### config.mk
export PLATFORM = sky130hd
export DESIGN_NAME = store_unit_flat
export DESIGN_NICKNAME = d
export VERILOG_FILES = /design/src/hdl/ldst_pkg.sv /design/src/hdl/mem_ifs.sv /design/src/hdl/store_unit.sv /design/src/flat_wrapper.sv
export SDC_FILE = /design/constraint.sdc
export NUM_CORES = 1
export LEC_CHECK = 0
export BUFFER_PORTS_ARGS = -buffer_cell sky130_fd_sc_hd__buf_4
export CORE_AREA = 4 4 110 112
export DETAILED_ROUTE_END_ITERATION = 7
export DIE_AREA = 0 0 114 116
export PLACE_DENSITY = 0.76
export SKIP_LAST_GASP = 1
export SYNTH_ARGS = -nofsm -noshare
export SYNTH_HDL_FRONTEND = slang
export SYNTH_SLANG_ARGS = --single-unit
### constraint.sdc
create_clock -name clk_i -period 4.5 [get_ports clk_i]
set_input_delay 0.45 -clock clk_i [delete_from_list [all_inputs] [get_ports clk_i]]
set_output_delay 0.45 -clock clk_i [all_outputs]
set_load 0.005 [all_outputs]
### src/hdl/ldst_pkg.sv
// Load/store package
// Shared widths, access type encoding and alignment rule for the
// doubleword data-memory path of the 64-bit core
`default_nettype none

package ldst_pkg;

    // Data width, fixed by the three-level byte selector
    localparam int XLEN      = 64;
    localparam int BYTE_W    = 8;
    localparam int LINE_BYTES = XLEN / BYTE_W;

    // Doubleword line, byte offset within it and one enable per byte
    typedef logic [XLEN-1:0]       line_t;
    typedef logic [2:0]            byte_off_t;
    typedef logic [LINE_BYTES-1:0] be_t;

    // Access size and signedness, stores ignore the signedness
    typedef enum logic [2:0] {
        LS_BYTE       = 3'd0,
        LS_BYTE_U     = 3'd1,
        LS_HALFWORD   = 3'd2,
        LS_HALFWORD_U = 3'd3,
        LS_WORD       = 3'd4,
        LS_WORD_U     = 3'd5,
        LS_DOUBLEWORD = 3'd6
    } ldst_type_t;

    // Offset bits below the access size, these must be zero
    localparam byte_off_t ALIGN_MASK_B = 3'b000;
    localparam byte_off_t ALIGN_MASK_H = 3'b001;
    localparam byte_off_t ALIGN_MASK_W = 3'b011;
    localparam byte_off_t ALIGN_MASK_D = 3'b111;

    // Alignment mask for a given access type
    function automatic byte_off_t ls_align_mask(input ldst_type_t t);
        case (t)
            LS_BYTE, LS_BYTE_U:         return ALIGN_MASK_B;
            LS_HALFWORD, LS_HALFWORD_U: return ALIGN_MASK_H;
            LS_WORD, LS_WORD_U:         return ALIGN_MASK_W;
            default:                    return ALIGN_MASK_D;
        endcase
    endfunction

endpackage

`default_nettype wire

### src/hdl/mem_ifs.sv
// Memory interfaces
// mem_port_if joins a load or store unit to the arbiter,
// mem_bus_if joins the arbiter to the data memory
`default_nettype none

interface mem_port_if import ldst_pkg::*; #(parameter int ADDR_W = 10) ();
    logic              req;
    logic              we;
    logic [ADDR_W-4:0] addr;   // Line index, byte address without its low 3 bits
    line_t             wdata;
    be_t               be;
    logic              gnt;    // One-cycle grant pulse
    line_t             rdata;  // Valid the cycle after gnt

    modport unit (output req, we, addr, wdata, be, input gnt, rdata);
    modport arb  (input req, we, addr, wdata, be, output gnt, rdata);
endinterface


`default_nettype wire

### src/hdl/store_unit.sv
// Store unit
// Takes one store request at a time, refuses misaligned offsets,
// builds byte enables and the shifted line, and writes through the arbiter
`default_nettype none

module store_unit import ldst_pkg::*; #(
    parameter int ADDR_W = 10
) (
    input  wire               clk_i,
    input  wire               arst_n_i,
    input  wire               req_i,
    input  ldst_type_t        type_i,
    input  wire  [ADDR_W-1:0] addr_i,
    input  line_t             data_i,
    output logic              busy_o,
    output logic              done_o,
    output logic              err_o,
    mem_port_if.unit          port
);

    typedef enum logic [1:0] {IDLE, REQ, DONE} st_state_t;

    st_state_t         state_q;
    logic              strobe;
    logic              misaligned;
    logic              err_q;
    be_t               size_be;
    be_t               be_q;
    line_t             wline_q;
    logic [ADDR_W-4:0] idx_q;

    assign strobe     = req_i && (state_q == IDLE);
    assign misaligned = |(addr_i[2:0] & ls_align_mask(type_i));

    // Enables for the access size, before shifting to the offset
    always_comb begin
        case (type_i)
            LS_BYTE, LS_BYTE_U:         size_be = 8'h01;
            LS_HALFWORD, LS_HALFWORD_U: size_be = 8'h03;
            LS_WORD, LS_WORD_U:         size_be = 8'h0f;
            default:                    size_be = 8'hff;
        endcase
    end

    // Control FSM
    always_ff @(posedge clk_i or negedge arst_n_i) begin
        if (!arst_n_i) begin
            state_q <= IDLE;
            err_q   <= 1'b0;
        end else begin
            err_q <= strobe && misaligned;
            case (state_q)
                IDLE: if (strobe && !misaligned) state_q <= REQ;
                // Hold the request until granted
                REQ:  if (port.gnt) state_q <= DONE;
                DONE: state_q <= IDLE;
                default: state_q <= IDLE;
            endcase
        end
    end

    // Low bytes of the data move up to the offset position
    always_ff @(posedge clk_i) begin
        if (strobe && !misaligned) begin
            be_q    <= size_be << addr_i[2:0];
            wline_q <= data_i << {addr_i[2:0], 3'b000};
            idx_q   <= addr_i[ADDR_W-1:3];
        end
    end

    assign port.req   = (state_q == REQ);
    assign port.we    = 1'b1;
    assign port.addr  = idx_q;
    assign port.wdata = wline_q;
    assign port.be    = be_q;

    assign busy_o = (state_q != IDLE);
    assign done_o = err_q || (state_q == DONE);
    assign err_o  = err_q;

    // A write request always carries at least one byte
    a_be_nonzero: assert property (@(posedge clk_i) disable iff (!arst_n_i)
        port.req |-> (port.be != '0));

endmodule

`default_nettype wire

### src/flat_wrapper.sv
// flat-port wrapper written by rule: the top's interface ports become plain ports
module store_unit_flat import ldst_pkg::*;
#(
    parameter int ADDR_W = 10
)
  (clk_i, arst_n_i, req_i, type_i, addr_i, data_i, busy_o, done_o, err_o, port_req, port_we, port_addr, port_wdata, port_be, port_gnt, port_rdata);
  mem_port_if #(.ADDR_W(ADDR_W)) port_i ();
  input  wire clk_i;
  input  wire arst_n_i;
  input  wire req_i;
  input  ldst_type_t type_i;
  input  wire  [ADDR_W-1:0] addr_i;
  input  line_t data_i;
  output logic busy_o;
  output logic done_o;
  output logic err_o;
  output wire logic [$bits(port_i.req)-1:0] port_req;
  output wire logic [$bits(port_i.we)-1:0] port_we;
  output wire logic [$bits(port_i.addr)-1:0] port_addr;
  output wire logic [$bits(port_i.wdata)-1:0] port_wdata;
  output wire logic [$bits(port_i.be)-1:0] port_be;
  input wire logic [$bits(port_i.gnt)-1:0] port_gnt;
  input wire logic [$bits(port_i.rdata)-1:0] port_rdata;
  assign port_req = port_i.req;
  assign port_we = port_i.we;
  assign port_addr = port_i.addr;
  assign port_wdata = port_i.wdata;
  assign port_be = port_i.be;
  assign port_i.gnt = port_gnt;
  assign port_i.rdata = port_rdata;
  store_unit #(.ADDR_W(ADDR_W)) u_core (.clk_i(clk_i), .arst_n_i(arst_n_i), .req_i(req_i), .type_i(type_i), .addr_i(addr_i), .data_i(data_i), .busy_o(busy_o), .done_o(done_o), .err_o(err_o), .port(port_i));
endmodule
==> key figures <==
Power
  – Clk pwr share: 35.9%
  – Pint: 0.00154 W
  – Sw Pwr: 0.000511 W
  – Leakage: 2.50 nW
  – Logic pwr share: 18.8%
  – Power density cells: 337 mW/mm^2
  – Seq pwr share: 45.4%
  – Switching share of power: 25.0%
  – Maximum VDD drop: 226 uV

GRT
  – Global Route met3 Usage: 3.29%
  – Gr busiest metal: met2
  – First-pass GRT wire length: 18.3 mm
  – GR Util met1: 22.1%
  – Largest net degree at the start of global routing: 80
  – GR Util met2: 30.6%
  – Vias in the first global route: 3535
  – GRT Residual Overflow: 0
  – Antenna violations before repair: 0
  – Total GRT Usage: 17.7%

Critical path
  – Kind of critical path: in -> reg
  – Arrival time worst endpoint: 2520 ps
  – CP Launch Type: input pin
  – CP endpoint kind: flop
  – Reg2Reg Setup Slack: 2520 ps
  – CP Max Fanout: 61
  – Worst EP required: 4550 ps

Die
  – Io pins: 229
  – Die Area: 0.0132 sq mm
  – Starting density of the core: 41.0%
  – Die span in y: 116 um
  – Rows: 39
  – CORE AREA: 0.0112 sq mm
  – Width of the die: 114 um

Clock network
  – CTS tree: yes
  – Post CTS Setup Buffer Count: 0
  – Post-CTS sizing: 0
  – CTS Buffer Depth: 2
  – Worst skew pair latency: 330 ps
  – Hold buffer count at cts: 1
  – Clk pin slew, worst setup/hold paths: 70 ps
  – CTS H-Tree Depth: 3
  – Root Driver: clkbuf_16
  – CTS buffer count: 9
  – CTS sink cnt: 82

Yosys
  – Sequential share of the synthesized area: 53.2%
  – Post-synth cell types: 41
  – EDFF count, synth: 79
  – Synth Net Count: 505
  – Top cells by count, synth: 79 x edfxtp_1, 63 x mux2i_1, 26 x nor2_1
  – Yosys top cell by area: edfxtp_1
  – Yosys reg bits: 82
  – Largest cells by area after synthesis: edfxtp_1 52%, mux2i_1 14%, mux4_2 3.9%
  – Count leader, synth: edfxtp_1
  – Ys flop type: edfxtp_1
  – Yosys top cell area share: 51.5%
  – Fraction of registers with async set/reset: 3.66%
  – Cells after Synth: 360
  – Area of the mapped netlist: 0.00460 sq mm
  – Avg Synthesized Cell Area: 12.8 sq um
  – Syn. warnings: 0

Timing
  – Setup violators final: 0
  – Clock skew: 11.7 ps
  – Max Clk Rate: 404 MHz
  – Crit share post-route: 55.0%
  – Final setup TNS: 0 ps
  – RSZ-0062 raised after global routing: no
  – Min Clock Period, post-route: 2470 ps
  – Final hold vios: 0
  – Worst slew pin tran: 999 ps
  – Final Max Slew Viols: 0
  – Slew HR: 33.4%
  – Setup WS post-layout: 2030 ps
  – Min Hold Slack: 290 ps

Route
  – Pre-antenna DRT Iters: 4
  – WL final: 11.9 mm
  – Vias: 3490
  – Residual DRC: 0
  – Detail-routed via count per cell: 5.38
  – DR WL/cell: 18.3 um
  – Iteration-0 DRC count of the detailed router: 165
  – Post-route ant nets: 0

Run status
  – Status: finished, final reports clean

Hold path
  – Worst min path class: in -> reg

Layout
  – P&R area growth vs syn: 32.1%
  – ANT cells: 0
  – Register area: 0.00245 sq mm
  – Fin nets: 646
  – Share of cells above drive strength 1: 38.7%
  – Multi-input logic area: 0.00190 sq mm
  – Fill cells: 975

Placement
  – Post-DP HPWL: 7.98 mm
  – Pre-CTS setup slack: 1690 ps
  – Final GP Congestion: 0.781
  – Input/output buffers: 162

Run
  – Max-Cap Viols: 0
critical path: stages:
cell	delay, ps
buf_4	600
buf_4	640
mux4_2	590
nand2_1	90
o221ai_1	110
metrics by stage:
step / util, % / instances / power (W) / instance area, sq um
after floorplan: - / 360 / 0.00115 / 4600
after global placement: 51.4 / 632 / 0.00132 / 5770
after detailed placement: 51.4 / 632 / 0.00133 / 5770
after CTS: 54.2 / 649 / 0.00207 / 6080
after global routing: 54.2 / 649 / 0.00214 / 6080
final: 54.2 / 649 / 0.00205 / 6080
power by group through the flow:
stage	clock network, W	registers [W]	logic, W
floorplan	0	0.000950	0.000200
global placement	0	0.000943	0.000376
detailed placement	0	0.000945	0.000386
CTS	0.000749	0.000929	0.000388
global route	0.000781	0.000933	0.000421
finish	0.000734	0.000928	0.000384
final cells by class:
| type | instances | share of cell area, % |
|---|---|---|
| multi-input cells | 240 | 31.3 |
| repair buffers | 166 | 20.5 |
| clock inverters | 7 | 1.13 |
| clock buffers | 9 | 3.71 |
| well taps | 143 | 2.94 |
| inverters | 2 | 0.124 |
| flip-flops and latches | 82 | 40.3 |
metal layers:
| metal | vias to the layer above | part of all wire [%] | wire, um |
|---|---|---|---|
| met2 | 139 | 50 | 5960 |
| met3 | 17 | 7.6 | 910 |
| met1 | 1664 | 41 | 4840 |
| met4 | 0 | 1.7 | 204 |
| li1 | 1670 | - | - |
| met5 | - | 0 | 0 |
worst paths after layout:
kind / start / to / depth (start not counted)
worst min-delay path: addr_i[5] / u_core.port.addr[2] / 1
min in group asynchronous: arst_n_i / u_core.state_q[0] / 2
max in group asynchronous: arst_n_i / u_core.state_q[1] / 2
worst max-delay path: addr_i[0] / u_core.port.wdata[60] / 5
worst max register to register: u_core.state_q[1] / u_core.port.wdata[40] / 4
worst min register to register: u_core.state_q[1] / u_core.state_q[0] / 1
state kept, by name, indices dropped and copies added (netlist names):
register / flops
u_core.port.wdata: 64
u_core.port.be: 8
u_core.port.addr: 7
u_core.state_q: 2
u_core.err_o: 1
cells in the final DEF (no fill, tap or decap), types with 3 or more instances in the layout:
master       n
a21oi_1      3
nand2_1     11
o221ai_1     5
and2_1       9
buf_4      165
o221ai_2     3
nand3b_1     8
o21a_1      10
o21ai_0     24
a221oi_1     7
mux4_2       8
edfxtp_1    79
clkbuf_16    9
nor2_1      25
nor2b_1     17
dfrtp_1      3
a2bb2oi_1    7
a211oi_1     9
o22a_1       9
mux2i_1     63
logic make-up (layout without fill, tap and decap cells):
logic type | count (synthesis) | count (layout) | share of synthesized area (%)
AOI/OAI and AO/OA | 86 | 86 | 13.8
other | 1 | 1 | 0.0815
muxes | 73 | 73 | 18.1
buffers and inverters | 38 | 184 | 5.66
and+or+nand+nor | 80 | 80 | 9.16
DFF | 82 | 82 | 53.2
Note: power is estimated with default switching activity, not from simulation.
