<file path="src/hdl/ldst_pkg.sv">
// Load/store package
// Shared widths, access type encoding and alignment rule for the
// doubleword data-memory path of the 64-bit core
`default_nettype none

package ldst_pkg;

    // Data width, fixed by the three-level byte selector
    localparam int XLEN      = 64;
    localparam int BYTE_W    = 8;
    localparam int LINE_BYTES = XLEN / BYTE_W;

    // Doubleword line, byte offset within it and one enable per byte
    typedef logic [XLEN-1:0]       line_t;
    typedef logic [2:0]            byte_off_t;
    typedef logic [LINE_BYTES-1:0] be_t;

    // Access size and signedness, stores ignore the signedness
    typedef enum logic [2:0] {
        LS_BYTE       = 3'd0,
        LS_BYTE_U     = 3'd1,
        LS_HALFWORD   = 3'd2,
        LS_HALFWORD_U = 3'd3,
        LS_WORD       = 3'd4,
        LS_WORD_U     = 3'd5,
        LS_DOUBLEWORD = 3'd6
    } ldst_type_t;

    // Offset bits below the access size, these must be zero
    localparam byte_off_t ALIGN_MASK_B = 3'b000;
    localparam byte_off_t ALIGN_MASK_H = 3'b001;
    localparam byte_off_t ALIGN_MASK_W = 3'b011;
    localparam byte_off_t ALIGN_MASK_D = 3'b111;

    // Alignment mask for a given access type
    function automatic byte_off_t ls_align_mask(input ldst_type_t t);
        case (t)
            LS_BYTE, LS_BYTE_U:         return ALIGN_MASK_B;
            LS_HALFWORD, LS_HALFWORD_U: return ALIGN_MASK_H;
            LS_WORD, LS_WORD_U:         return ALIGN_MASK_W;
            default:                    return ALIGN_MASK_D;
        endcase
    endfunction

endpackage

`default_nettype wire

</file>
<file path="src/hdl/mem_ifs.sv">
// Memory interfaces
// mem_port_if joins a load or store unit to the arbiter,
// mem_bus_if joins the arbiter to the data memory
`default_nettype none

interface mem_port_if import ldst_pkg::*; #(parameter int ADDR_W = 10) ();
    logic              req;
    logic              we;
    logic [ADDR_W-4:0] addr;   // Line index, byte address without its low 3 bits
    line_t             wdata;
    be_t               be;
    logic              gnt;    // One-cycle grant pulse
    line_t             rdata;  // Valid the cycle after gnt

    modport unit (output req, we, addr, wdata, be, input gnt, rdata);
    modport arb  (input req, we, addr, wdata, be, output gnt, rdata);
endinterface

interface mem_bus_if import ldst_pkg::*; #(parameter int ADDR_W = 10) ();
    logic              en;
    logic              we;
    logic [ADDR_W-4:0] addr;
    line_t             wdata;
    be_t               be;
    line_t             rdata;

    modport ctrl (output en, we, addr, wdata, be, input rdata);
    modport mem  (input en, we, addr, wdata, be, output rdata);
endinterface

`default_nettype wire

</file>
<file path="src/hdl/mem_arbiter.sv">
// Round-robin memory arbiter
// Grants the load or store port, at most one per cycle, drives the
// memory bus from the winner and returns read data to it
`default_nettype none

module mem_arbiter import ldst_pkg::*; #(
    parameter int ADDR_W = 10
) (
    input  wire      clk_i,
    input  wire      arst_n_i,
    mem_port_if.arb  ld_port,
    mem_port_if.arb  st_port,
    mem_bus_if.ctrl  bus
);

    logic prio_st_q;  // Set when the store port is favored
    logic ld_gnt;
    logic st_gnt;
    logic rd_ld_q;
    logic rd_st_q;
    logic contest;

    assign contest = ld_port.req && st_port.req;

    // Load wins unless the store is favored and also requesting
    assign ld_gnt = ld_port.req && (!st_port.req || !prio_st_q);
    assign st_gnt = st_port.req && !ld_gnt;

    always_ff @(posedge clk_i or negedge arst_n_i) begin
        if (!arst_n_i) begin
            prio_st_q <= 1'b0;
            rd_ld_q   <= 1'b0;
            rd_st_q   <= 1'b0;
        end else begin
            // Pointer moves only on contention, to the port that lost
            if (contest) prio_st_q <= ld_gnt;
            // Remember who owns next cycle's read data
            rd_ld_q <= ld_gnt && !ld_port.we;
            rd_st_q <= st_gnt && !st_port.we;
        end
    end

    assign ld_port.gnt = ld_gnt;
    assign st_port.gnt = st_gnt;

    // Bus fields from the winner
    assign bus.en    = ld_gnt || st_gnt;
    assign bus.we    = st_gnt ? st_port.we    : ld_port.we;
    assign bus.addr  = st_gnt ? st_port.addr  : ld_port.addr;
    assign bus.wdata = st_gnt ? st_port.wdata : ld_port.wdata;
    assign bus.be    = st_gnt ? st_port.be    : ld_port.be;

    // Read line goes back only to its owner
    assign ld_port.rdata = rd_ld_q ? bus.rdata : '0;
    assign st_port.rdata = rd_st_q ? bus.rdata : '0;

    a_one_gnt: assert property (@(posedge clk_i) disable iff (!arst_n_i)
        !(ld_port.gnt && st_port.gnt));

    // The losing unit holds its request and is served next cycle
    a_loser_next: assert property (@(posedge clk_i) disable iff (!arst_n_i)
        contest |=> (ld_port.gnt || st_port.gnt));

endmodule

`default_nettype wire

</file>
<file path="src/flat_wrapper.sv">
// flat-port wrapper written by rule: the top's interface ports become plain ports
module mem_arbiter_flat import ldst_pkg::*;
#(
    parameter int ADDR_W = 10
)
  (clk_i, arst_n_i, ld_port_req, ld_port_we, ld_port_addr, ld_port_wdata, ld_port_be, ld_port_gnt, ld_port_rdata, st_port_req, st_port_we, st_port_addr, st_port_wdata, st_port_be, st_port_gnt, st_port_rdata, bus_en, bus_we, bus_addr, bus_wdata, bus_be, bus_rdata);
  mem_port_if #(.ADDR_W(ADDR_W)) ld_port_i ();
  mem_port_if #(.ADDR_W(ADDR_W)) st_port_i ();
  mem_bus_if #(.ADDR_W(ADDR_W)) bus_i ();
  input  wire clk_i;
  input  wire arst_n_i;
  input wire logic [$bits(ld_port_i.req)-1:0] ld_port_req;
  input wire logic [$bits(ld_port_i.we)-1:0] ld_port_we;
  input wire logic [$bits(ld_port_i.addr)-1:0] ld_port_addr;
  input wire logic [$bits(ld_port_i.wdata)-1:0] ld_port_wdata;
  input wire logic [$bits(ld_port_i.be)-1:0] ld_port_be;
  output wire logic [$bits(ld_port_i.gnt)-1:0] ld_port_gnt;
  output wire logic [$bits(ld_port_i.rdata)-1:0] ld_port_rdata;
  input wire logic [$bits(st_port_i.req)-1:0] st_port_req;
  input wire logic [$bits(st_port_i.we)-1:0] st_port_we;
  input wire logic [$bits(st_port_i.addr)-1:0] st_port_addr;
  input wire logic [$bits(st_port_i.wdata)-1:0] st_port_wdata;
  input wire logic [$bits(st_port_i.be)-1:0] st_port_be;
  output wire logic [$bits(st_port_i.gnt)-1:0] st_port_gnt;
  output wire logic [$bits(st_port_i.rdata)-1:0] st_port_rdata;
  output wire logic [$bits(bus_i.en)-1:0] bus_en;
  output wire logic [$bits(bus_i.we)-1:0] bus_we;
  output wire logic [$bits(bus_i.addr)-1:0] bus_addr;
  output wire logic [$bits(bus_i.wdata)-1:0] bus_wdata;
  output wire logic [$bits(bus_i.be)-1:0] bus_be;
  input wire logic [$bits(bus_i.rdata)-1:0] bus_rdata;
  assign ld_port_i.req = ld_port_req;
  assign ld_port_i.we = ld_port_we;
  assign ld_port_i.addr = ld_port_addr;
  assign ld_port_i.wdata = ld_port_wdata;
  assign ld_port_i.be = ld_port_be;
  assign ld_port_gnt = ld_port_i.gnt;
  assign ld_port_rdata = ld_port_i.rdata;
  assign st_port_i.req = st_port_req;
  assign st_port_i.we = st_port_we;
  assign st_port_i.addr = st_port_addr;
  assign st_port_i.wdata = st_port_wdata;
  assign st_port_i.be = st_port_be;
  assign st_port_gnt = st_port_i.gnt;
  assign st_port_rdata = st_port_i.rdata;
  assign bus_en = bus_i.en;
  assign bus_we = bus_i.we;
  assign bus_addr = bus_i.addr;
  assign bus_wdata = bus_i.wdata;
  assign bus_be = bus_i.be;
  assign bus_i.rdata = bus_rdata;
  mem_arbiter #(.ADDR_W(ADDR_W)) u_core (.clk_i(clk_i), .arst_n_i(arst_n_i), .ld_port(ld_port_i), .st_port(st_port_i), .bus(bus_i));
endmodule
</file>
<file path="config.mk">
export PLATFORM = sky130hd
export DESIGN_NAME = mem_arbiter_flat
export DESIGN_NICKNAME = d
export VERILOG_FILES = /design/src/hdl/ldst_pkg.sv /design/src/hdl/mem_ifs.sv /design/src/hdl/mem_arbiter.sv /design/src/flat_wrapper.sv
export SDC_FILE = /design/constraint.sdc
export NUM_CORES = 1
export LEC_CHECK = 0
export ABC_AREA = 1
export BUFFER_PORTS_ARGS = -buffer_cell sky130_fd_sc_hd__buf_2
export CAP_MARGIN = 40
export CORE_AREA = 2 2 172 174
export CTS_BUF_LIST = sky130_fd_sc_hd__clkbuf_8
export CTS_CLUSTER_DIAMETER = 40
export DETAILED_ROUTE_END_ITERATION = 10
export DIE_AREA = 0 0 174 176
export GPL_ROUTABILITY_DRIVEN = 0
export GPL_TIMING_DRIVEN = 1
export PLACE_DENSITY = 0.42
export SYNTH_ARGS = -nofsm -noshare
export SYNTH_HDL_FRONTEND = slang
export SYNTH_SLANG_ARGS = --single-unit
</file>
<file path="constraint.sdc">
create_clock -name clk_i -period 2 [get_ports clk_i]
set_input_delay 0.5 -clock clk_i [delete_from_list [all_inputs] [get_ports clk_i]]
set_output_delay 0.5 -clock clk_i [all_outputs]
set_load 0.02 [all_outputs]
</file>
==> implementation parameters <==
Parameter                              Value

Outcome
  Status ... finished clean

Power and ir drop
  Power Internal ... 0.968 mW
  Net Sw Power ... 1.04 mW
  Power consumption ... 2.01 mW
  Comb pwr share ... 86.7%
  Static leakage power ... 4.43 nW
  Cell Pwr Density ... 347 nW/µm²
  Net Sw Frac ... 51.9%
  Clock network fraction of design power ... 9.2%
  Max rail drop VDD ... 0.132 mV
  Share of power burned in registers ... 4.1%

Drt
  Detail-routed net length per standard cell ... 13.3 µm
  Via count ... 4892
  Number of antenna-violating nets in the routed design ... 0
  Overall routed net length ... 18200 µm
  Vias per cell ... 3.57
  DRT Pass-1 Iters ... 4
  First DRT Iteration DRCs ... 166
  Post-detailed-route DRC marker count ... 0

STA
  Relative slew slack ... 72.3%
  Final setup violation count ... 0
  Final critical path time including I/O delays and setup ... 1.99 ns
  Worst clock skew ... 0.0131 ns
  Maximum clock frequency ... 503 MHz
  Setup repair after global routing missed its margin ... true
  Number of hold-slack violations in the final timing report ... 0
  Final cycle utilization of the critical path ... 99.4%
  Count of final max-slew check failures ... 0
  Actual transition at the worst max-transition pin ... 0.416 ns

Cells and area
  Most frequent cells in the layout ... buf_2, nand2_1, inv_1
  Most common cell after layout, fill and taps aside ... buf_2
  Fin nets ... 1217
  Total area of multi-input combinational cells ... 1610 µm²
  Fillcell total ... 3313
  Diodes inserted ... 0
  Finished Layout Cells ... 1372
  Share of final-layout standard cells stronger than drive strength 1 ... 51.5%
  Growth of design area from synthesis to finish ... 144%
  Storage element area ... 78.8 µm²

Synthesis
  Post-synthesis cell area ... 2380 µm²
  Flip-flop and latch count after synthesis ... 3
  Post-synthesis average cell area ... 4.32 µm²
  Share of the yosys chip area belonging to registers ... 3.16%
  Post-Synthesis Cells ... 551
  Synthesized net count ... 779
  Library cells used by synthesis ... 14
  Ys Warns ... 0

Clock tree
  Clock Root Buffer ... clkbuf_8
  Clock slew seen by the registers of the worst setup and hold paths ... 0.04 ns
  Cts-stage hold buffer count ... 0
  Clock tree from TritonCTS ... built
  Cts bufs inserted ... 3
  Latest clock arrival within the worst-skew pair ... 0.23 ns
  Max Root-Sink Buffers ... 2
  H-tree level count ... 1
  Clock sinks ... 3

Critical path
  Endpoint of the worst register-to-register path ... u_core.prio_st_q
  Critical Path RT ... 1.50 ns
  Kind of end point of the critical path ... output pin
  Kind of start point of the critical path ... flop
  Biggest fanout along the worst timing path ... 8
  Reg2Reg Depth ... 5
  Register-to-register path setup slack ... 0.87 ns
  Setup CP Type ... reg -> out
  Crit path arrival time ... 1.49 ns
  Launching point of the worst reg2reg path ... u_core.prio_st_q

GRT
  Via count of the first global-routing pass ... 4632
  Total global routing overflow ... 0
  Combined global-route utilization of all metal layers ... 10.5%
  Antenna violations before repair ... 0
  Maximum number of pins on one net before global-route repair ... 65
  Global-route wire length before repair ... 25500 µm

Floorplanning
  Total number of placement rows ... 62
  Core Area ... 28500 µm²
  Starting density of the core ... 8.33%
  Vert. Die Dim ... 176 µm
  IO Pins ... 439
  Area of the die ... 30600 µm²
  Die width ... 174 µm

Min path
  Hold WC Path Type ... in -> async

Placement
  # placed instances ... 1357
  Buffers on Ports ... 438
  Half-perimeter wire length after detailed placement ... 14400 µm

Job
  Count of maximum capacitance violations ... 0
==> stage by stage <==
step           cell area (µm²)  util [%]  worst slack (ns)  hold slack, ns  setup TNS (ns)
3_3_place_gp              5060      17.7           -0.0483           0.321          -0.253
2_1_floorplan             2380         -             0.267           0.204               0
3_5_place_dp              5060      17.7           -0.0403           0.323          -0.238
4_1_cts                   5270      18.5           -0.0323          0.0759          -0.174
6_report                  5810      20.3            0.0130          0.0796               0
5_1_grt                   5810      20.3           -0.0792          0.0751           -1.58
==> power by group through the flow <==
stage	combinational (mW)	sequential, mW	clock (mW)
6_report	1.74	0.0823	0.186
5_1_grt	1.89	0.0851	0.200
4_1_cts	1.53	0.0831	0.195
3_5_place_dp	1.44	0.0824	0
3_3_place_gp	1.44	0.0836	0
2_1_floorplan	0.792	0.0710	0
==> cells in the mapped netlist (all sizes together) <==
master | instances | share of area [%]
dfrtp | 3 | 3.2
clkbuf | 3 | 0.47
nor2 | 2 | 0.32
o21ai | 3 | 1.1
buf | 37 | 11
inv | 132 | 21
nand3 | 80 | 17
nand2 | 291 | 47
==> sequential cells by signal, summed over array words and instances, names as in the netlist <==
signal and cells:
u_core.prio_st_q 1, u_core.rd_ld_q 1, u_core.rd_st_q 1
==> worst max-delay path by stage <==
stage          depth (start not counted)            end             start  slack [ns]
2_1_floorplan                          4    bus_addr[0]       st_port_req        0.27
3_3_place_gp                           7      bus_be[1]       st_port_req       -0.05
3_5_place_dp                           7      bus_be[1]       st_port_req       -0.04
4_1_cts                                8  bus_wdata[32]       ld_port_req       -0.03
5_1_grt                                6  bus_wdata[23]  u_core.prio_st_q       -0.08
6_report                               6      bus_be[1]  u_core.prio_st_q        0.01
==> area by class of cell <==
class / instances / share of cell area [%]
clock buffer: 3 / 0.711
clock inverter: 1 / 0.0646
inverter: 132 / 8.53
multi-input combinational: 376 / 27.7
sequential: 3 / 1.36
tap: 384 / 8.27
timing repair buffer: 473 / 53.4
==> logic make-up (layout without fill, tap and decap cells) <==
family	count (synthesis)	in the layout	synth area share [%]
AOI/OAI and AO/OA	3	3	1.10
buffers and inverters	172	609	31.8
DFF	3	3	3.16
and+or+nand+nor	373	373	63.9
==> metal layers <==
layer	up-vias	wire length [µm]	share of wire, %	global-route usage [%]
li1	2449	-	-	-
met5	-	0	0	0
met1	2127	6930	38	12.0
met2	294	9420	52	20.2
met4	0	478	2.6	2.77
met3	22	1410	7.7	1.72
==> worst max-delay path, stage by stage (launching register included) <==
cell and delay (ns):
dfrtp_2 0.43, o21ai_4 0.19, buf_12 0.18, buf_6 0.14, nand2_1 0.05, nand2_1 0.11, buf_4 0.16
==> repair_timing <==
| action | 4_1_cts | 5_1_grt |
|---|---|---|
| endpoints found under the hold margin | 0 | 0 |
| resized for setup | 18 | 143 |
| endpoints found under the setup margin | 34 | 78 |
| gates cloned | 3 | 4 |
| setup buffers | 3 | 2 |
| pin swaps | 2 | 4 |
Note: power is estimated with default switching activity, not from simulation.
