<file path="src/hdl/ldst_pkg.sv">
// Load/store package
// Shared widths, access type encoding and alignment rule for the
// doubleword data-memory path of the 64-bit core
`default_nettype none

package ldst_pkg;

    // Data width, fixed by the three-level byte selector
    localparam int XLEN      = 64;
    localparam int BYTE_W    = 8;
    localparam int LINE_BYTES = XLEN / BYTE_W;

    // Doubleword line, byte offset within it and one enable per byte
    typedef logic [XLEN-1:0]       line_t;
    typedef logic [2:0]            byte_off_t;
    typedef logic [LINE_BYTES-1:0] be_t;

    // Access size and signedness, stores ignore the signedness
    typedef enum logic [2:0] {
        LS_BYTE       = 3'd0,
        LS_BYTE_U     = 3'd1,
        LS_HALFWORD   = 3'd2,
        LS_HALFWORD_U = 3'd3,
        LS_WORD       = 3'd4,
        LS_WORD_U     = 3'd5,
        LS_DOUBLEWORD = 3'd6
    } ldst_type_t;

    // Offset bits below the access size, these must be zero
    localparam byte_off_t ALIGN_MASK_B = 3'b000;
    localparam byte_off_t ALIGN_MASK_H = 3'b001;
    localparam byte_off_t ALIGN_MASK_W = 3'b011;
    localparam byte_off_t ALIGN_MASK_D = 3'b111;

    // Alignment mask for a given access type
    function automatic byte_off_t ls_align_mask(input ldst_type_t t);
        case (t)
            LS_BYTE, LS_BYTE_U:         return ALIGN_MASK_B;
            LS_HALFWORD, LS_HALFWORD_U: return ALIGN_MASK_H;
            LS_WORD, LS_WORD_U:         return ALIGN_MASK_W;
            default:                    return ALIGN_MASK_D;
        endcase
    endfunction

endpackage

`default_nettype wire

</file>
<file path="src/hdl/mem_ifs.sv">
// Memory interfaces
// mem_port_if joins a load or store unit to the arbiter,
// mem_bus_if joins the arbiter to the data memory
`default_nettype none

interface mem_port_if import ldst_pkg::*; #(parameter int ADDR_W = 10) ();
    logic              req;
    logic              we;
    logic [ADDR_W-4:0] addr;   // Line index, byte address without its low 3 bits
    line_t             wdata;
    be_t               be;
    logic              gnt;    // One-cycle grant pulse
    line_t             rdata;  // Valid the cycle after gnt

    modport unit (output req, we, addr, wdata, be, input gnt, rdata);
    modport arb  (input req, we, addr, wdata, be, output gnt, rdata);
endinterface


`default_nettype wire

</file>
<file path="src/hdl/byte_selector.sv">
// Byte selector
// Picks the byte, halfword or word at the offset of a doubleword line
// and sign-extends or zero-pads it to the full data width
`default_nettype none

module byte_selector import ldst_pkg::*; (
    input  ldst_type_t type_i,
    input  byte_off_t  byte_off_i,
    input  line_t      line_i,
    output line_t      line_o
);

    logic [4*BYTE_W-1:0] sel_w;
    logic [2*BYTE_W-1:0] sel_h;
    logic [BYTE_W-1:0]   sel_b;

    // One mux level per offset bit, from the widest chunk down
    always_comb begin
        // Upper or lower word
        sel_w = byte_off_i[2] ? line_i[8*BYTE_W-1 -: 4*BYTE_W] : line_i[4*BYTE_W-1 -: 4*BYTE_W];
        // Upper or lower halfword of that word
        sel_h = byte_off_i[1] ? sel_w[4*BYTE_W-1 -: 2*BYTE_W] : sel_w[2*BYTE_W-1 -: 2*BYTE_W];
        // Upper or lower byte of that halfword
        sel_b = byte_off_i[0] ? sel_h[2*BYTE_W-1 -: BYTE_W] : sel_h[BYTE_W-1 -: BYTE_W];
    end

    // Extension by access type
    always_comb begin
        case (type_i)
            LS_BYTE:       line_o = {{(XLEN-BYTE_W){sel_b[BYTE_W-1]}}, sel_b};
            LS_BYTE_U:     line_o = {{(XLEN-BYTE_W){1'b0}}, sel_b};
            LS_HALFWORD:   line_o = {{(XLEN-2*BYTE_W){sel_h[2*BYTE_W-1]}}, sel_h};
            LS_HALFWORD_U: line_o = {{(XLEN-2*BYTE_W){1'b0}}, sel_h};
            LS_WORD:       line_o = {{(XLEN-4*BYTE_W){sel_w[4*BYTE_W-1]}}, sel_w};
            LS_WORD_U:     line_o = {{(XLEN-4*BYTE_W){1'b0}}, sel_w};
            // Whole line passes through
            default:       line_o = line_i;
        endcase
    end

    // Misaligned offsets must be refused upstream, never selected here
    always_comb begin
        case (type_i)
            LS_HALFWORD, LS_HALFWORD_U: begin
                assert (!byte_off_i[0])
                else $warning("%s with misaligned byte offset %b", type_i.name(), byte_off_i);
            end
            LS_WORD, LS_WORD_U: begin
                assert (byte_off_i[1:0] == 2'b00)
                else $warning("%s with misaligned byte offset %b", type_i.name(), byte_off_i);
            end
            default: ;
        endcase
    end

endmodule

`default_nettype wire

</file>
<file path="src/hdl/load_unit.sv">
// Load unit
// Takes one load request at a time, refuses misaligned offsets,
// reads the line through the arbiter and returns the extended value
`default_nettype none

module load_unit import ldst_pkg::*; #(
    parameter int ADDR_W = 10
) (
    input  wire               clk_i,
    input  wire               arst_n_i,
    input  wire               req_i,
    input  ldst_type_t        type_i,
    input  wire  [ADDR_W-1:0] addr_i,
    output logic              busy_o,
    output logic              done_o,
    output logic              err_o,
    output line_t             data_o,
    mem_port_if.unit          port
);

    typedef enum logic [1:0] {IDLE, REQ, WAIT} ld_state_t;

    ld_state_t         state_q;
    logic              strobe;
    logic              misaligned;
    logic              err_q;
    ldst_type_t        type_q;
    byte_off_t         off_q;
    logic [ADDR_W-4:0] idx_q;
    line_t             sel_line;
    line_t             data_q;

    // Strobe only counts while idle
    assign strobe     = req_i && (state_q == IDLE);
    assign misaligned = |(addr_i[2:0] & ls_align_mask(type_i));

    // Control FSM
    always_ff @(posedge clk_i or negedge arst_n_i) begin
        if (!arst_n_i) begin
            state_q <= IDLE;
            err_q   <= 1'b0;
        end else begin
            // Refused request, one-cycle error with done
            err_q <= strobe && misaligned;
            case (state_q)
                IDLE: if (strobe && !misaligned) state_q <= REQ;
                REQ:  if (port.gnt) state_q <= WAIT;
                WAIT: state_q <= IDLE;
                default: state_q <= IDLE;
            endcase
        end
    end

    // Request fields, captured only for accepted loads
    always_ff @(posedge clk_i) begin
        if (strobe && !misaligned) begin
            type_q <= type_i;
            off_q  <= addr_i[2:0];
            idx_q  <= addr_i[ADDR_W-1:3];
        end
        if (state_q == WAIT) data_q <= sel_line;
    end

    // Read the whole line, no write
    assign port.req   = (state_q == REQ);
    assign port.we    = 1'b0;
    assign port.addr  = idx_q;
    assign port.wdata = '0;
    assign port.be    = '1;

    byte_selector i_byte_selector (
        .type_i     (type_q),
        .byte_off_i (off_q),
        .line_i     (port.rdata),
        .line_o     (sel_line)
    );

    // Result shows in the done cycle, then is held
    assign data_o = (state_q == WAIT) ? sel_line : data_q;
    assign busy_o = (state_q != IDLE);
    assign done_o = err_q || (state_q == WAIT);
    assign err_o  = err_q;

    a_no_req_idle: assert property (@(posedge clk_i) disable iff (!arst_n_i)
        (state_q == IDLE) |-> !port.req);

endmodule

`default_nettype wire

</file>
<file path="src/flat_wrapper.sv">
// flat-port wrapper written by rule: the top's interface ports become plain ports
module load_unit_flat import ldst_pkg::*;
#(
    parameter int ADDR_W = 10
)
  (clk_i, arst_n_i, req_i, type_i, addr_i, busy_o, done_o, err_o, data_o, port_req, port_we, port_addr, port_wdata, port_be, port_gnt, port_rdata);
  mem_port_if #(.ADDR_W(ADDR_W)) port_i ();
  input  wire clk_i;
  input  wire arst_n_i;
  input  wire req_i;
  input  ldst_type_t type_i;
  input  wire  [ADDR_W-1:0] addr_i;
  output logic busy_o;
  output logic done_o;
  output logic err_o;
  output line_t data_o;
  output wire logic [$bits(port_i.req)-1:0] port_req;
  output wire logic [$bits(port_i.we)-1:0] port_we;
  output wire logic [$bits(port_i.addr)-1:0] port_addr;
  output wire logic [$bits(port_i.wdata)-1:0] port_wdata;
  output wire logic [$bits(port_i.be)-1:0] port_be;
  input wire logic [$bits(port_i.gnt)-1:0] port_gnt;
  input wire logic [$bits(port_i.rdata)-1:0] port_rdata;
  assign port_req = port_i.req;
  assign port_we = port_i.we;
  assign port_addr = port_i.addr;
  assign port_wdata = port_i.wdata;
  assign port_be = port_i.be;
  assign port_i.gnt = port_gnt;
  assign port_i.rdata = port_rdata;
  load_unit #(.ADDR_W(ADDR_W)) u_core (.clk_i(clk_i), .arst_n_i(arst_n_i), .req_i(req_i), .type_i(type_i), .addr_i(addr_i), .busy_o(busy_o), .done_o(done_o), .err_o(err_o), .data_o(data_o), .port(port_i));
endmodule
</file>
<file path="config.mk">
export PLATFORM = sky130hd
export DESIGN_NAME = load_unit_flat
export DESIGN_NICKNAME = d
export VERILOG_FILES = /design/src/hdl/ldst_pkg.sv /design/src/hdl/mem_ifs.sv /design/src/hdl/byte_selector.sv /design/src/hdl/load_unit.sv /design/src/flat_wrapper.sv
export SDC_FILE = /design/constraint.sdc
export NUM_CORES = 1
export LEC_CHECK = 0
export ABC_AREA = 1
export BUFFER_PORTS_ARGS = -buffer_cell sky130_fd_sc_hd__buf_2
export CORE_MARGIN = 4
export CORE_UTILIZATION = 45
export CTS_CLUSTER_DIAMETER = 150
export DETAILED_ROUTE_END_ITERATION = 10
export MAX_ROUTING_LAYER = met4
export PLACE_DENSITY = 0.75
export SLEW_MARGIN = 0
export SYNTH_ARGS = -nofsm -noshare
export SYNTH_HDL_FRONTEND = slang
export SYNTH_SLANG_ARGS = --single-unit
</file>
<file path="constraint.sdc">
create_clock -name clk_i -period 1.7 [get_ports clk_i]
set_clock_uncertainty 0.2 [all_clocks]
set_input_delay 0.255 -clock clk_i [delete_from_list [all_inputs] [get_ports clk_i]]
set_output_delay 0.255 -clock clk_i [all_outputs]
set_load 0.02 [all_outputs]
</file>
==> key figures <==
Synthesis
  • Number of cells produced by synthesis: 904
  • Netlist area before placement: 5590 um2
  • Mean cell area of the mapped netlist: 6.19 um2
  • Portion of the post-synthesis area used by sequential elements: 31.2%
  • YS warnings: 0
  • Flops & latches, synth: 80
  • Count of different cell masters after synthesis: 24

Flow run
  • Max-Cap Viols: 0

Pwr
  • Pwr per Cell Area: 1350 nW/um2
  • Internal cell power: ~6400 uW
  • Clock power share: around a fifth
  • Net switching component of the power: ~4200 uW
  • Lkg Pwr: approximately 0.0044 uW
  • Worst IR Drop VDD: between 1 and 1.5 mV
  • Switching share of total power: between 30% and 40%
  • Total power: approximately 11000 uW
  • Part of the power in registers: 27.9%
  • Part of the power in combinational logic: 50.8%

Die
  • Die height: 119 um
  • Count of pins on the block boundary: ~230
  • DIE AREA: 14300 um2
  • Die Span X: approximately 120 um
  • Starting utilization of the core area: 46.2%
  • Placeable core area: 12100 um2
  • Rows: 40

Clock tree
  • Clock Latency Late Sink: 0.36 ns
  • CTS Root Buffer Type: sky130_fd_sc_hd__clkbuf_16
  • Number of H-tree levels: 3
  • Clock tree from TritonCTS: done
  • Max clock buf depth: 2
  • Num CTS Buffers: 9
  • Clock transition at path regs: roughly 0.070 ns
  • Total number of clock tree sinks: 80

Layout
  • Fraction of layout cells with a size suffix above 1: 39.6%
  • Layout net count: approximately 1200
  • Filler cell count: approximately 1100
  • Final instance count without filler cells: 1272
  • Final standard cell area without fillers: 7870 um2
  • Relative area change from synthesis to final layout: 40.7%
  • Antenna Diode Count: 0

Critical path
  • Cell with the largest stage delay on the worst path: sky130_fd_sc_hd__edfxtp_1
  • Reg2Reg Setup Slack: -0.18 ns
  • Endpoint of the worst register-to-register path: u_core.data_q[3]$_DFF_P_
  • Type of destination of the critical path: output port
  • Max incr delay on CP: 0.50 ns
  • Source of the worst register-to-register timing path: u_core.off_q[2]$_DFFE_PP_
  • Count of buffer and inverter cells on the critical path: 4
  • Worst setup path start: u_core.off_q[2]$_DFFE_PP_
  • Worst-case reg-to-reg path depth: 12
  • Type of element launching the critical path: flip-flop
  • Cells traversed along the worst timing path: inv_4, nand2_1, nand3_2, nand3_2, nand2_4, nand2_8, buf_12, nand3_1, nand2_1, inv_2, buf_4
  • Crit-path leading delay family: simple AND/OR/NAND/NOR gates
  • Worst Path Required: 1.24 ns
  • Critical path start-end classification: reg -> out
  • Arrival time reported for the critical path endpoint: between 2 and 2.5 ns
  • Crit path max fanout: 7

Placed design
  • Inst Count DP: 1224
  • Final HPWL from detailed placement: 12300 um
  • Count of port buffers added during placement: 155
  • Placed cell area: 6520 um2
  • Final estimated routing congestion in global placement: 0.954

Drt
  • Highest metal layer with signal wires: met4
  • First-iteration detailed-routing DRC count: 428
  • DRC violations left: 0
  • Vias per cell: 4.58
  • Met2 WL: 8610 um
  • Final ANT Viol Nets: 0
  • Number of optimization iterations in the first detailed-route pass: 5
  • Final wirelength: ~18000 um
  • Wire length on met1: between 7000 and 8000 um
  • Detailed-route wire length per cell: about 14 um
  • Total length of routed met3 wires: 1220 um
  • Total number of vias: roughly 6000

Global route
  • Number of antenna violations at the first check in global routing: 0
  • Wire length of the first global-routing pass: 27300 um
  • Total congestion overflow after global routing: 0
  • All-layer global routing usage: 24.6%
  • Vias in the first global route: 5300
  • Maximum number of pins on one net before global-route repair: 56

Timing
  • Sum of negative setup slack: -56.32 ns
  • Unrepaired setup endpoints after global routing: true
  • Final setup margin: -0.806 ns
  • Pins over their slew limit: 0
  • Final critical delay including setup and external delays: approximately 2.5 ns
  • Highest attainable clock frequency: 0.399 GHz
  • Final count of negative-setup-slack endpoints: 129
  • Final hold violation count: 0
  • Final Cycle Share: 147%

Status
  • Violated checks: setup timing
  • Outcome: complete, but fails checks

Min path
  • Min-Delay Path Class: in -> async
-- synth_stat cells --
library cell	count	area, um2
sky130_fd_sc_hd__buf_4	77	578
sky130_fd_sc_hd__o21ai_1	2	10.0
sky130_fd_sc_hd__conb_1	2	7.51
sky130_fd_sc_hd__buf_1	1	3.75
sky130_fd_sc_hd__a21oi_1	16	80.1
sky130_fd_sc_hd__nand3_2	23	230
sky130_fd_sc_hd__buf_12	2	40.0
sky130_fd_sc_hd__buf_2	18	90.1
sky130_fd_sc_hd__o21ai_0	15	75.1
sky130_fd_sc_hd__buf_6	6	67.6
sky130_fd_sc_hd__nor2_1	71	267
sky130_fd_sc_hd__inv_2	4	15.0
sky130_fd_sc_hd__dfrtp_1	3	75.1
sky130_fd_sc_hd__or2_2	33	206
sky130_fd_sc_hd__clkbuf_1	16	60.1
sky130_fd_sc_hd__dfxtp_1	64	1280
sky130_fd_sc_hd__nor3_1	2	10.0
sky130_fd_sc_hd__nand3_1	68	340
sky130_fd_sc_hd__a21o_1	1	7.51
sky130_fd_sc_hd__nand2_1	376	1410
sky130_fd_sc_hd__edfxtp_1	13	390
sky130_fd_sc_hd__o21bai_1	1	7.51
sky130_fd_sc_hd__nand2_2	1	6.26
sky130_fd_sc_hd__inv_1	89	334
-- worst reg2reg max path, cell delays in order, from the launching register on --
cell and delay [ns]:
sky130_fd_sc_hd__edfxtp_1 0.48, sky130_fd_sc_hd__inv_4 0.10, sky130_fd_sc_hd__buf_4 0.15, sky130_fd_sc_hd__buf_4 0.14, sky130_fd_sc_hd__buf_6 0.13, sky130_fd_sc_hd__nand2_2 0.07
sky130_fd_sc_hd__nand3_1 0.07, sky130_fd_sc_hd__nand2_1 0.09, sky130_fd_sc_hd__nand2_1 0.05, sky130_fd_sc_hd__o21ai_1 0.08, sky130_fd_sc_hd__nand2_1 0.07, sky130_fd_sc_hd__nand2_2 0.08
sky130_fd_sc_hd__nand2_2 0.06
-- cell type report --
cell class	count	area, um2	area share (%)
multi-input combinational	683	3350	42.5
timing repair buffer	232	1860	23.7
sequential	80	1750	22.2
inverter	93	357	4.53
clock buffer	10	250	3.18
tap	168	210	2.67
clock inverter	6	97.6	1.24
-- flip-flops by register name (all words and copies together) (netlist names) --
signal and count:
u_core.off_q 3, u_core.type_q 3, u_core.port.addr 7, u_core.err_o 1, u_core.data_q 64, u_core.state_q 2
-- routing by layer --
metal,up-vias,global-route usage (%)
met5,-,-
met4,0,7.73
met3,27,4.95
met2,229,38.9
met1,2592,31.8
li1,2978,-
-- kinds of logic (layout without fill, tap and decap cells) --
logic type	Yosys count	in the layout	synth area share (%)
AOI/OAI and AO/OA	35	35	3.22
buffers and inverters	213	341	21.2
DFF	80	80	31.2
other	2	73	0.134
and+or+nand+nor	574	575	44.2
-- power by group through the flow --
| stage | Clock, uW | Sequential, uW | Combinational, uW |
|---|---|---|---|
| CTS | 2310 | 2960 | 5160 |
| detailed placement | 0 | 2990 | 4500 |
| finish | 2270 | 2960 | 5400 |
| global route | 2400 | 3040 | 5840 |
| floorplan | 0 | 2940 | 3300 |
| global placement | 0 | 2960 | 4450 |
-- through the flow --
| step | utilization (%) | hold slack (ns) | worst slack [ns] |
|---|---|---|---|
| 4_1_cts | 62.8 | 0.0110 | -0.771 |
| 6_report | 65.0 | 0.0239 | -0.806 |
| 3_3_place_gp | 53.8 | -0.146 | -0.409 |
| 2_1_floorplan | - | -0.241 | -0.132 |
| 3_5_place_dp | 53.8 | -0.143 | -0.463 |
| 5_1_grt | 65.0 | 0.0412 | -0.906 |
-- cell usage in the layout (no fill, tap or decap), types with 15 or more instances in the layout --
cell type and count:
sky130_fd_sc_hd__nand2_2 81, sky130_fd_sc_hd__nand3_1 48, sky130_fd_sc_hd__nand2_1 291, sky130_fd_sc_hd__nor2_1 70, sky130_fd_sc_hd__buf_2 89, sky130_fd_sc_hd__dlygate4sd3_1 16
sky130_fd_sc_hd__buf_6 21, sky130_fd_sc_hd__dfxtp_1 64, sky130_fd_sc_hd__inv_2 34, sky130_fd_sc_hd__a21oi_1 15, sky130_fd_sc_hd__conb_1 73, sky130_fd_sc_hd__buf_4 91
sky130_fd_sc_hd__nand3_2 40, sky130_fd_sc_hd__inv_1 56, sky130_fd_sc_hd__or2_2 32
-- what timing repair did --
item / CTS / global route
gates resized for setup: 145 / 51
buffers inserted: 7 / 0
setup endpoints to repair: 126 / 137
cloned: 4 / 5
hold endpoints to repair: 19 / 0
pin swaps: 8 / 5
hold buffers: 16 / 0
-- worst max-delay path by stage --
| stage | end | cells after the start |
|---|---|---|
| floorplan | data_o[14] | 11 |
| CTS | data_o[50] | 11 |
| finish | data_o[62] | 11 |
| detailed placement | data_o[15] | 11 |
| global placement | data_o[12] | 11 |
| global route | data_o[1] | 13 |
No activity file was read; power rests on OpenSTA's default activity.
